==> config.mk <==
export PLATFORM = sky130hd
export DESIGN_NAME = branch_unit_top
export DESIGN_NICKNAME = d
export VERILOG_FILES = /design/src/rtl/bp_pkg.sv /design/src/rtl/bp_config_regs.sv /design/src/rtl/pattern_table.sv /design/src/rtl/branch_queue.sv /design/src/rtl/branch_predictor.sv /design/src/rtl/predict_stats.sv /design/src/rtl/branch_unit_top.sv
export SDC_FILE = /design/constraint.sdc
export NUM_CORES = 1
export LEC_CHECK = 0
export ABC_CLOCK_PERIOD_IN_PS = 9600
export BUFFER_PORTS_ARGS = -buffer_cell sky130_fd_sc_hd__buf_4
export CAP_MARGIN = 20
export CORE_MARGIN = 2
export CORE_UTILIZATION = 65
export DETAILED_ROUTE_END_ITERATION = 6
export PLACE_DENSITY = 0.95
export SYNTH_ARGS = -nofsm -noshare
export SYNTH_HDL_FRONTEND = slang
export SYNTH_HIERARCHICAL = 1
export SYNTH_SLANG_ARGS = --single-unit
==> constraint.sdc <==
create_clock -name clk -period 9.6 [get_ports clk]
set_input_delay 1.92 -clock clk [delete_from_list [all_inputs] [get_ports clk]]
set_output_delay 1.92 -clock clk [all_outputs]
set_load 0.01 [all_outputs]
==> src/rtl/bp_pkg.sv <==
package bp_pkg;

    // prediction mode, value 2'b11 is not defined
    typedef enum logic [1:0] {
        mode_static  = 2'b00,
        mode_global  = 2'b01,
        mode_bimodal = 2'b10
    } bp_mode_e;

    // mode after reset
    localparam bp_mode_e mode_reset = mode_static;

    // host register map
    typedef enum logic [3:0] {
        reg_mode        = 4'h0,
        reg_control     = 4'h1,
        reg_branches    = 4'h2,
        reg_mispredicts = 4'h3
    } bp_reg_addr_e;

    // live configuration, config block to predictor
    typedef struct packed {
        bp_mode_e mode;
        logic     freeze;
    } bp_cfg_t;

    // one decoded branch waiting for resolution
    typedef struct packed {
        logic [31:0] pc;
        logic        backward;
        logic        predicted;
    } bp_entry_t;

    typedef struct packed {
        logic [15:0] branches;
        logic [15:0] mispredicts;
    } bp_stats_t;

    // weakly not taken
    localparam logic [1:0] counter_init = 2'b01;

    // 2-bit saturating step, up on taken, down on not taken
    function automatic logic [1:0] counter_next(input logic [1:0] cnt, input logic taken);
        logic [1:0] nxt;
        if (taken) begin
            nxt = (cnt == 2'b11) ? 2'b11 : cnt + 2'd1;
        end else begin
            nxt = (cnt == 2'b00) ? 2'b00 : cnt - 2'd1;
        end
        return nxt;
    endfunction

endpackage

==> src/rtl/bp_config_regs.sv <==
`timescale 1ns/1ps

module bp_config_regs (
    input  logic                 clk,
    input  logic                 reset,
    input  logic                 cfg_write,
    input  bp_pkg::bp_reg_addr_e cfg_addr,
    input  logic [31:0]          cfg_wdata,
    input  bp_pkg::bp_stats_t    stats,
    output bp_pkg::bp_cfg_t      cfg,
    output logic                 stats_clear,
    output logic [31:0]          cfg_rdata
);

    bp_pkg::bp_cfg_t cfg_q;

    // mode and freeze registers
    always_ff @(posedge clk) begin
        if (reset) begin
            cfg_q.mode   <= bp_pkg::mode_reset;
            cfg_q.freeze <= 1'b0;
        end else if (cfg_write) begin
            case (cfg_addr)
                bp_pkg::reg_mode: begin
                    // no mode for 2'b11 so the old value stays
                    if (cfg_wdata[1:0] != 2'b11) begin
                        cfg_q.mode <= bp_pkg::bp_mode_e'(cfg_wdata[1:0]);
                    end
                end
                bp_pkg::reg_control: cfg_q.freeze <= cfg_wdata[0];
                default: cfg_q <= cfg_q;
            endcase
        end
    end

    assign cfg = cfg_q;

    // clear pulse lasts as long as the write strobe
    // stats react on the next edge
    assign stats_clear = cfg_write && (cfg_addr == bp_pkg::reg_control) && cfg_wdata[1];

    // readback mux
    // control register reads as zero
    always_comb begin
        case (cfg_addr)
            bp_pkg::reg_mode:        cfg_rdata = {30'd0, cfg_q.mode};
            bp_pkg::reg_branches:    cfg_rdata = {16'd0, stats.branches};
            bp_pkg::reg_mispredicts: cfg_rdata = {16'd0, stats.mispredicts};
            default:                 cfg_rdata = 32'd0;
        endcase
    end

    // host writes never leave the predictor in an undefined mode
    mode_defined_a: assert property (@(posedge clk) disable iff (reset)
        cfg_q.mode inside {bp_pkg::mode_static, bp_pkg::mode_global, bp_pkg::mode_bimodal});

endmodule

==> src/rtl/pattern_table.sv <==
`timescale 1ns/1ps

module pattern_table #(
    parameter int TABLE_BITS = 5
) (
    input  logic                  clk,
    input  logic                  reset,
    input  logic [TABLE_BITS-1:0] rd_index,
    output logic [1:0]            rd_counter,
    input  logic                  upd,
    input  logic [TABLE_BITS-1:0] upd_index,
    input  logic                  upd_taken
);

    localparam int TABLE_SIZE = 1 << TABLE_BITS;

    // one 2-bit counter per entry
    // 00/01 lean not taken, 10/11 lean taken
    logic [1:0] counters [TABLE_SIZE];

    // next value of the entry being updated
    logic [1:0] upd_next;

    assign upd_next = bp_pkg::counter_next(counters[upd_index], upd_taken);

    // whole table back to weakly not taken in a single cycle
    always_ff @(posedge clk) begin
        if (reset) begin
            for (int i = 0; i < TABLE_SIZE; i++) begin
                counters[i] <= bp_pkg::counter_init;
            end
        end else if (upd) begin
            counters[upd_index] <= upd_next;
        end
    end

    // combinational lookup
    // same-cycle update is not forwarded, a decode sees the old counter
    assign rd_counter = counters[rd_index];

    // update index comes from a queued pc
    // must be a known entry inside the table
    upd_in_range_a: assert property (@(posedge clk) disable iff (reset)
        upd |-> (!$isunknown(upd_index) && (int'(upd_index) < TABLE_SIZE)));

endmodule

==> src/rtl/branch_queue.sv <==
`timescale 1ns/1ps

module branch_queue #(
    parameter int QUEUE_DEPTH = 4
) (
    input  logic              clk,
    input  logic              reset,
    input  logic              push,
    input  bp_pkg::bp_entry_t push_entry,
    input  logic              pop,
    output bp_pkg::bp_entry_t head,
    output logic              full
);

    localparam int PTR_BITS   = $clog2(QUEUE_DEPTH);
    localparam int COUNT_BITS = $clog2(QUEUE_DEPTH + 1);

    // branch storage, oldest entry at rd_ptr
    bp_pkg::bp_entry_t entries [QUEUE_DEPTH];

    logic [PTR_BITS-1:0]   wr_ptr;
    logic [PTR_BITS-1:0]   rd_ptr;
    logic [COUNT_BITS-1:0] count;
    logic                  empty;

    assign full  = (count == COUNT_BITS'(QUEUE_DEPTH));
    assign empty = (count == '0);

    // data slots, no reset needed
    // when full, push and pop share the slot the pop frees
    always_ff @(posedge clk) begin
        if (push) begin
            entries[wr_ptr] <= push_entry;
        end
    end

    // pointers wrap on their own, depth is a power of two
    always_ff @(posedge clk) begin
        if (reset) begin
            wr_ptr <= '0;
            rd_ptr <= '0;
            count  <= '0;
        end else begin
            if (push) begin
                wr_ptr <= wr_ptr + 1'b1;
            end
            if (pop) begin
                rd_ptr <= rd_ptr + 1'b1;
            end
            // occupancy
            case ({push, pop})
                2'b10:   count <= count + 1'b1;
                2'b01:   count <= count - 1'b1;
                default: count <= count;
            endcase
        end
    end

    // resolving branch is always the oldest one
    assign head = entries[rd_ptr];

    // pipeline back-pressure rules
    no_overflow_a: assert property (@(posedge clk) disable iff (reset)
        (push && full) |-> pop);

    no_underflow_a: assert property (@(posedge clk) disable iff (reset)
        pop |-> !empty);

endmodule

==> src/rtl/branch_predictor.sv <==
`timescale 1ns/1ps

module branch_predictor #(
    parameter int TABLE_BITS = 5
) (
    input  logic                  clk,
    input  logic                  reset,
    input  logic                  decode,
    input  logic [31:0]           pc,
    input  logic [31:0]           offset,
    input  logic                  resolve,
    input  logic                  taken,
    input  bp_pkg::bp_cfg_t       cfg,
    output logic [31:0]           branch_addr,
    output logic                  prediction,
    output logic [TABLE_BITS-1:0] rd_index,
    input  logic [1:0]            rd_counter,
    output logic                  upd,
    output logic [TABLE_BITS-1:0] upd_index,
    output logic                  upd_taken,
    output logic                  push,
    output bp_pkg::bp_entry_t     push_entry,
    output logic                  pop,
    input  bp_pkg::bp_entry_t     head,
    output logic                  mispredict
);

    logic       backward;
    logic       direction;
    logic [1:0] global_counter;
    logic       counter_update;

    // target is pc relative
    assign branch_addr = pc + offset;

    // negative offset means a loop back edge
    assign backward = offset[31];

    // word aligned pc bits pick the table entry
    assign rd_index = pc[TABLE_BITS+1:2];

    // backward branches always taken
    // forward branches follow the mode
    always_comb begin
        case (cfg.mode)
            bp_pkg::mode_global:  direction = backward | global_counter[1];
            bp_pkg::mode_bimodal: direction = backward | rd_counter[1];
            default:              direction = backward;
        endcase
    end

    assign prediction = decode & direction;

    // every decoded branch enters the queue with its guess
    assign push                 = decode;
    assign push_entry.pc        = pc;
    assign push_entry.backward  = backward;
    assign push_entry.predicted = prediction;

    // memory stage resolves the oldest branch
    assign pop = resolve;

    // only forward branches train, and not while frozen
    assign counter_update = resolve && !head.backward && !cfg.freeze;

    // single shared counter for global mode
    always_ff @(posedge clk) begin
        if (reset) begin
            global_counter <= bp_pkg::counter_init;
        end else if (counter_update && (cfg.mode == bp_pkg::mode_global)) begin
            global_counter <= bp_pkg::counter_next(global_counter, taken);
        end
    end

    // bimodal training goes to the table
    // index from the queued pc, not the decode pc
    assign upd       = counter_update && (cfg.mode == bp_pkg::mode_bimodal);
    assign upd_index = head.pc[TABLE_BITS+1:2];
    assign upd_taken = taken;

    // guess made at decode vs outcome now
    assign mispredict = resolve && (head.predicted != taken);

endmodule

==> src/rtl/predict_stats.sv <==
`timescale 1ns/1ps

module predict_stats (
    input  logic              clk,
    input  logic              reset,
    input  logic              resolve,
    input  logic              mispredict,
    input  logic              clear,
    output bp_pkg::bp_stats_t stats
);

    logic [15:0] branches_q;
    logic [15:0] mispredicts_q;

    // resolved branch count, sticks at all ones
    always_ff @(posedge clk) begin
        if (reset) begin
            branches_q <= '0;
        end else if (clear) begin
            // clear beats a count in the same cycle
            branches_q <= '0;
        end else if (resolve && (branches_q != '1)) begin
            branches_q <= branches_q + 16'd1;
        end
    end

    // misprediction count, same saturation
    always_ff @(posedge clk) begin
        if (reset) begin
            mispredicts_q <= '0;
        end else if (clear) begin
            mispredicts_q <= '0;
        end else if (resolve && mispredict && (mispredicts_q != '1)) begin
            mispredicts_q <= mispredicts_q + 16'd1;
        end
    end

    assign stats.branches    = branches_q;
    assign stats.mispredicts = mispredicts_q;

    // every miss is also a resolution
    // so misses never outnumber branches
    miss_bound_a: assert property (@(posedge clk) disable iff (reset)
        mispredicts_q <= branches_q);

endmodule

==> src/rtl/branch_unit_top.sv <==
`timescale 1ns/1ps

module branch_unit_top #(
    parameter int TABLE_BITS  = 5,
    parameter int QUEUE_DEPTH = 4
) (
    input  logic                 clk,
    input  logic                 reset,
    input  logic                 decode,
    input  logic [31:0]          pc,
    input  logic [31:0]          offset,
    input  logic                 resolve,
    input  logic                 taken,
    input  logic                 cfg_write,
    input  bp_pkg::bp_reg_addr_e cfg_addr,
    input  logic [31:0]          cfg_wdata,
    output logic [31:0]          branch_addr,
    output logic                 prediction,
    output logic                 queue_full,
    output logic [31:0]          cfg_rdata
);

    bp_pkg::bp_cfg_t       cfg;
    bp_pkg::bp_stats_t     stats;
    logic                  stats_clear;
    logic [TABLE_BITS-1:0] rd_index;
    logic [1:0]            rd_counter;
    logic                  upd;
    logic [TABLE_BITS-1:0] upd_index;
    logic                  upd_taken;
    logic                  push;
    bp_pkg::bp_entry_t     push_entry;
    logic                  pop;
    bp_pkg::bp_entry_t     head;
    logic                  mispredict;

    // host register block
    bp_config_regs u_config_regs (
        .clk(clk), .reset(reset),
        .cfg_write(cfg_write), .cfg_addr(cfg_addr), .cfg_wdata(cfg_wdata),
        .stats(stats), .cfg(cfg), .stats_clear(stats_clear), .cfg_rdata(cfg_rdata)
    );

    // target, direction and training
    branch_predictor #(.TABLE_BITS(TABLE_BITS)) u_predictor (
        .clk(clk), .reset(reset),
        .decode(decode), .pc(pc), .offset(offset),
        .resolve(resolve), .taken(taken), .cfg(cfg),
        .branch_addr(branch_addr), .prediction(prediction),
        .rd_index(rd_index), .rd_counter(rd_counter),
        .upd(upd), .upd_index(upd_index), .upd_taken(upd_taken),
        .push(push), .push_entry(push_entry), .pop(pop), .head(head),
        .mispredict(mispredict)
    );

    // bimodal counters
    pattern_table #(.TABLE_BITS(TABLE_BITS)) u_table (
        .clk(clk), .reset(reset),
        .rd_index(rd_index), .rd_counter(rd_counter),
        .upd(upd), .upd_index(upd_index), .upd_taken(upd_taken)
    );

    // decode to memory stage tracking
    branch_queue #(.QUEUE_DEPTH(QUEUE_DEPTH)) u_queue (
        .clk(clk), .reset(reset),
        .push(push), .push_entry(push_entry),
        .pop(pop), .head(head), .full(queue_full)
    );

    predict_stats u_stats (
        .clk(clk), .reset(reset),
        .resolve(resolve), .mispredict(mispredict),
        .clear(stats_clear), .stats(stats)
    );

endmodule

==> summary by stage, run 1 <==
Status
The run finished with clean final reports.

Global routing
The via count of the first global-routing pass was 7983. The total routing resource utilization after global routing is 30.8%. The first global-routing pass estimated 39000 um of wire. The initial antenna violation count was 0. The largest net degree at the start of global routing is 53. The global-route congestion overflow total is 0.

Finish
The multi-input combinational cells in the finished layout cover a total of 5220 um^2. The area used by sequential logic in the layout is 3680 um^2. The area growth from synthesis to layout is 13.1%. The cell area after layout is 10800 um^2. The finished layout holds 1222 standard cells, fillers aside. The most common cell after layout, fill and taps aside is sky130_fd_sc_hd__buf_4. The final layout net count is 1173.

The filler cell count in the final layout is 926. The number of antenna cells inserted is 0. Cells with a size suffix above 1 make up 23.3% of the layout. The top cell types in the final layout, fill and taps aside, are 130 x sky130_fd_sc_hd__buf_4, 92 x sky130_fd_sc_hd__edfxtp_1, 67 x sky130_fd_sc_hd__nand2_1, 63 x sky130_fd_sc_hd__nor2_1, 52 x sky130_fd_sc_hd__a21oi_1.

Clocking
At the later pin of the worst-skew pair, clock insertion delay measures 0.43 ns. The total clock sinks is 138. The post-cts sizing count is 0. The number of clock buffers added by TritonCTS is 17. The H-tree was split into 4 levels. In this run the post-CTS setup repair buffer count came out at 0. The maximum clock insertion buffer count is 2. TritonCTS built the clock tree. The hold buffer count at CTS is 0. Clock tree synthesis selected as its root buffer the cell sky130_fd_sc_hd__clkbuf_16. Clock-pin slew was measured on the worst setup and hold paths at 0.06 ns.

Detailed routing
The number of vias in the routed layout is 8214. The number of detailed-routing iterations run before antenna repair is 5. The routed length per instance is 20.1 um.

The antenna violation net count after detailed routing is 0. The number of vias per cell after detailed routing is 6.72. The number of remaining DRC errors is 0.

Summed over all layers, the routed wires come to 24600 um. The DRC marker count from the first detailed-route iteration is 863.

Logic synthesis
The number of warnings reported in the yosys synthesis log is 6. The synthesized netlist occupies a cell area of 9550 um^2. The number of cells produced by synthesis is 956.

The average cell area after synthesis is 9.99 um^2.

Timing
The max-slew violation total from the final report was 0. Hold is met by 0.505 ns. The routed design could run at a clock period as short as 6.29 ns. The highest clock frequency the design can meet is 0.159 GHz.

Setup repair after global routing left no endpoint under its margin. The post-route fraction of the period consumed by the critical path is 65.5%. Setup violations remaining at the end of the flow were counted as 0. After routing, the total negative slack on setup checks comes to 0 ns. The setup skew after layout is 0.0124 ns.

For the pin with the worst max-slew slack, the measured transition is 0.985 ns. The relative slew slack is 34.3%. The hold violation count in the final report is 0.

Critical path
Traced cell by cell, the critical path runs through buf_4 > ha_1 > fa_1 > a21o_1 > a221oi_2 > o21a_1 > o21ai_0 > nor3b_1 > a211oi_1 > buf_4. STA classifies the critical path endpoint as an output port. The arrival time at the worst endpoint is 4.37 ns. On the worst path, the slowest cell contributes a delay of 0.43 ns.

The highest net fanout along the worst path is 4. The category of the worst setup path launch point is an input pin. On the critical path, the stage with the largest delay is an instance of sky130_fd_sc_hd__a221oi_2. The critical path is of the input pin to output port type.

By instance count, the cell type seen most on the critical path is sky130_fd_sc_hd__buf_4. For the worst setup path, the data required time is 7.68 ns.

Placed design
The instance count after placement with tap cells included is 1189. Once detailed placement completed, the half-perimeter wirelength came to 16600 um. The routability-driven placement congestion ratio is 0.908. Once placement finished, the instance area stood at 10200 um^2. The count of buffers added on input and output ports is 125.

Hold path
The classification of the worst-slack hold path is flop to flop.

Job
The number of maximum-capacitance violations is 0.

Die
From bottom edge to top edge, the die measures 125 um. The initialized floorplan defines 44 standard-cell rows. The boundary pin count is 172. The die width is 125 um. The initial standard-cell utilization of the core is 66.2%. The area of the placeable core is 14400 um^2. The area of the die is 15700 um^2.

Pwr
The largest vdd supply drop is 127 uV. The leakage dissipation is 0.00399 uW. Power spread over the standard cell area amounts to 163 nW/um^2.
-- critical path: cells and delay by family --
kind	cells	cell delay, ns
AND/OR/NAND/NOR	1	0.21
AO/OA/AOI/OAI	5	1.32
buffers and inverters	2	0.28
adder cells (fa/ha/maj)	2	0.64
-- where the power goes --
part	total [uW]	internal, uW	switching (uW)
sequential	662	649	13.3
combinational	425	175	251
clock	677	427	250
-- layout make-up --
type / instances / share of cell area, %
tap: 184 / 2.13
clock inverter: 9 / 0.985
clock buffer: 23 / 4.73
multi-input combinational: 718 / 48.3
timing repair buffer: 130 / 9.04
sequential: 138 / 34.1
inverter: 20 / 0.695
-- final timing paths --
check	startpoint	end	slack (ns)	depth (start not counted)
setup / recovery	offset[0]	branch_addr[24]	3.31	10
hold / removal	u_queue/count[2]	u_queue/count[2]	0.51	2
setup reg to reg	flop	u_table/counters[1][0]	5.45	7
hold reg to reg	u_queue/count[2]	u_queue/count[2]	0.51	2
-- through the flow --
step           power [uW]  utilization, %  setup slack [ns]
2_1_floorplan         979               -              3.76
3_5_place_dp         1080            70.6              3.41
6_report             1760            74.9              3.31
4_1_cts              1760            74.8              3.38
3_3_place_gp         1070            70.6              3.45
5_1_grt              1820            74.9              3.25
-- flip-flops by register name (all words and copies together) (netlist names), named ones only --
signal                      count
u_queue/entries                28
u_queue/count                   3
u_predictor/global_counter      2
u_stats/branches_q             16
u_queue/rd_ptr                  2
u_config_regs/cfg               3
u_stats/mispredicts_q          16
u_queue/wr_ptr                  2
u_table/counters               64
-- layer usage --
| layer | global-route usage (%) | vias up | share of wire, % |
|---|---|---|---|
| li1 | - | 3702 | - |
| met1 | 37.0 | 3856 | 37 |
| met2 | 53.1 | 566 | 49 |
| met3 | 7.96 | 90 | 10 |
| met4 | 12.3 | 0 | 3.5 |
| met5 | 0 | - | 0 |
Power figures use the tool's default switching activity.
==> inputs of run 2 (changes only) <==
ABC_CLOCK_PERIOD_IN_PS = 6250   (was 9600)
CORE_UTILIZATION = 60   (was 65)
PLACE_DENSITY = 0.89   (was 0.95)
clock period = 6.25 ns   (was 9.6 ns; I/O delays follow)
==> run 2 against run 1 <==
Net effect: worst hold slack worse by 0.0085 ns; combinational power up 51%; setup slack worse by 2.0 ns; critical path depth unchanged; wire length down 5.2%.
==> summary by stage, run 2 (synthesis gave the netlist of run 1 again) <==
Status
The run finished with clean final reports.

Detailed routing
The number of vias per cell after detailed routing is 6.42 (-4.5%). The number of remaining DRC errors is 0 (unchanged). The routed length per instance is 18.6 um (-7.5%). The antenna violation net count after detailed routing is 0 (unchanged).

The number of detailed-routing iterations run before antenna repair is 6 (+1). The number of vias in the routed layout came to 8043 (-2.1%). The routed wire length was 23300 um (-5.2%).

The DRC marker count from the first detailed-route iteration is 875 (+1.4%).

Placed design
The count of buffers inserted at the top-level ports is 125 (unchanged). The instance count after placement with tap cells included is 1220 (+2.6%). The half-perimeter wire length of the detailed placement result was 16500 um (-0.36%).

The routability-driven placement congestion ratio is 0.912 (+0.50%).

Finish
The area used by sequential logic in the layout was 3680 um^2 (unchanged). The most common cell after layout, fill and taps aside is sky130_fd_sc_hd__buf_4. The flip-flop count of the largest register, all copies and words added is 64 (unchanged). The final layout net count is 1173 (unchanged). The number of non-filler instances in the completed layout is 1253 (+2.5%).

The largest registers in the layout are u_table/counters (64), u_queue/entries (28). The area of combinational cells with multiple inputs is 5220 um^2 (unchanged). The number of antenna cells inserted is 0 (unchanged).

u_table/counters holds more flip-flops than any other register. The growth of design area from synthesis to finish is 12.8%. The top cell types in the final layout, fill and taps aside, are 129 x sky130_fd_sc_hd__buf_4, 92 x sky130_fd_sc_hd__edfxtp_1, 67 x sky130_fd_sc_hd__nand2_1, 63 x sky130_fd_sc_hd__nor2_1, 52 x sky130_fd_sc_hd__a21oi_1. The filler cell count in the final layout is 1127 (+22%). The proportion of layout cells with a drive suffix above 1 came to 23.2% (-0.074 points).

Die
The area of the die is 16900 um^2 (+8.1%). The boundary pin count came to 172 (unchanged). The site row count is 46 (+4.5%). The vertical extent of the die is 130 um (+4.0%). The initial standard-cell utilization of the core is 60.8% (-5.4 points). The area of the placeable core is 15700 um^2 (+8.9%).

The die width is 130 um (+4.0%).

Timing
The highest clock frequency the design can meet is 0.201 GHz. The setup skew after layout is 0.00863 ns (-0.00375 ns). The final-report setup violation count is 0 (unchanged). The relative slew slack is 36.5% (+2.1 points). The worst path needs 4.98 ns of the cycle, external delays included. Setup repair after global routing left no endpoint under its margin. The hold violation count in the final report came to 0 (unchanged). The pin slew with the least headroom to its limit came to 0.953 ns (-0.0316 ns).

The total negative slack for setup checks is 0 ns (unchanged). The max-slew violation total from the final report is 0 (unchanged). The post-route fraction of the period consumed by the critical path is 79.6%.

Pwr
The internal cell power came to 1810 uW (+45%). The sequential group share of total power is 39.1% (+1.6 points). The total power per unit cell area was 241 nW/um^2 (+48%). The largest vdd supply drop is 204 uV (+61%). The net switching power is 787 uW (+53%). The proportion of total power due to net switching is 30.3% (+1.2 points). The clock power share came to 36.2% (-2.2 points). The leakage dissipation is 0.00394 uW (-1.1%). The combinational share of power is 24.7% (+0.6 points).

Critical path
The count of buffering cells on the critical path with inverters included is 2 (unchanged). The most used cell along the critical path is sky130_fd_sc_hd__buf_4. The data required time at the worst endpoint is 5.00 ns (-2.68 ns).

The arrival time at the worst endpoint is 3.73 ns (-0.64 ns). The category of the critical setup timing path is input pin to output port. The slowest stage of the critical path is the sky130_fd_sc_hd__a221oi_2 cell. The biggest cell delay along the critical path is 0.45 ns (+0.02 ns).

The worst setup path is captured at an output port. Walking the worst path, the cells encountered are buf_4 > ha_1 > fa_1 > a21o_1 > a221oi_2 > o21a_1 > o21ai_0 > nor3b_1 > a211oi_1 > buf_4. STA classifies the critical path startpoint as an input pin.

The highest net fanout along the worst path is 4 (unchanged). Among cell families on the critical path, the largest total delay comes from compound AO/OA/AOI/OAI gates.

Global routing
The largest net degree at the start of global routing is 53 (unchanged). The wire length of the first global-routing pass is 36600 um (-6.3%). The via count of the first global-routing pass is 7485 (-6.2%). The initial antenna violation count came to 0 (unchanged). The global-route congestion overflow total is 0 (unchanged). The total routing resource utilization after global routing is 27.5% (-3.2 points).

Clocking
The clock transition time at the flip-flop clock pins of the worst setup and hold paths is 0.06 ns (about the same). The buffer type at the clock tree root is sky130_fd_sc_hd__clkbuf_16. The number of H-tree branching levels was 4 (unchanged). The number of buffers added for setup after CTS was 0 (unchanged).

The number of clock buffers inserted by TritonCTS is 17 (unchanged). The clock network latency to the later pin of the worst-skew pair is 0.43 ns (about the same). The hold buffer count at CTS was 0 (unchanged). The maximum clock insertion buffer count is 2 (unchanged). TritonCTS built the clock tree. The total clock sinks is 138 (unchanged). The post-cts sizing count is 0 (unchanged).

Job
The number of maximum-capacitance violations is 0 (unchanged).

Hold path
The tightest min-delay check is of the flop to flop type.
==> run 2: final timing paths <==
kind	start	endpoint	slack, ns	depth (start not counted)
max	offset[0]	branch_addr[24]	1.27	10
min	u_config_regs/cfg[0]	u_config_regs/cfg[0]	0.50	2
max reg2reg	flop	u_table/counters[7][0]	2.29	7
min reg2reg	u_config_regs/cfg[0]	u_config_regs/cfg[0]	0.50	2
==> run 2: power groups by stage <==
stage	Combinational [uW]	Sequential, uW	Clock, uW
floorplan	478	1030	0
global placement	616	1030	0
detailed placement	626	1040	0
CTS	633	1020	947
global route	687	1020	981
finish	642	1020	941
==> run 2: area by class of cell <==
cell class / instances / share of cell area, %
sequential: 138 / 34.2
tap: 216 / 2.51
clock inverter: 13 / 1.14
multi-input combinational: 718 / 48.4
timing repair buffer: 130 / 9.04
inverter: 20 / 0.697
clock buffer: 18 / 3.98
==> run 2: stage by stage <==
stage / hold WS, ns / power [uW] / util, % / setup slack [ns] / instance area, um^2
floorplan: 0.454 / 1500 / - / 1.75 / 9610
global placement: 0.472 / 1650 / 65.0 / 1.40 / 10200
detailed placement: 0.478 / 1660 / 65.0 / 1.36 / 10200
CTS: 0.494 / 2600 / 68.5 / 1.33 / 10800
global route: 0.544 / 2690 / 68.6 / 1.23 / 10800
finish: 0.497 / 2600 / 68.6 / 1.27 / 10800
==> run 2: worst reg2reg max path, stage by stage, from the launching register on <==
cell and delay, ns:
sky130_fd_sc_hd__dfxtp_1 0.60, sky130_fd_sc_hd__mux4_2 0.98, sky130_fd_sc_hd__mux4_2 0.45, sky130_fd_sc_hd__nor2b_1 0.15, sky130_fd_sc_hd__a211oi_1 0.36, sky130_fd_sc_hd__o2111a_1 0.29, sky130_fd_sc_hd__maj3_2 0.65, sky130_fd_sc_hd__nand3_1 0.20
==> run 2: metal layers <==
metal / share of wire [%] / track usage (%) / up-vias
li1: - / - / 3702
met1: 39 / 34.6 / 3787
met2: 49 / 47.1 / 496
met3: 9.1 / 5.37 / 58
met4: 2.9 / 10.8 / 0
met5: 0 / 0 / -
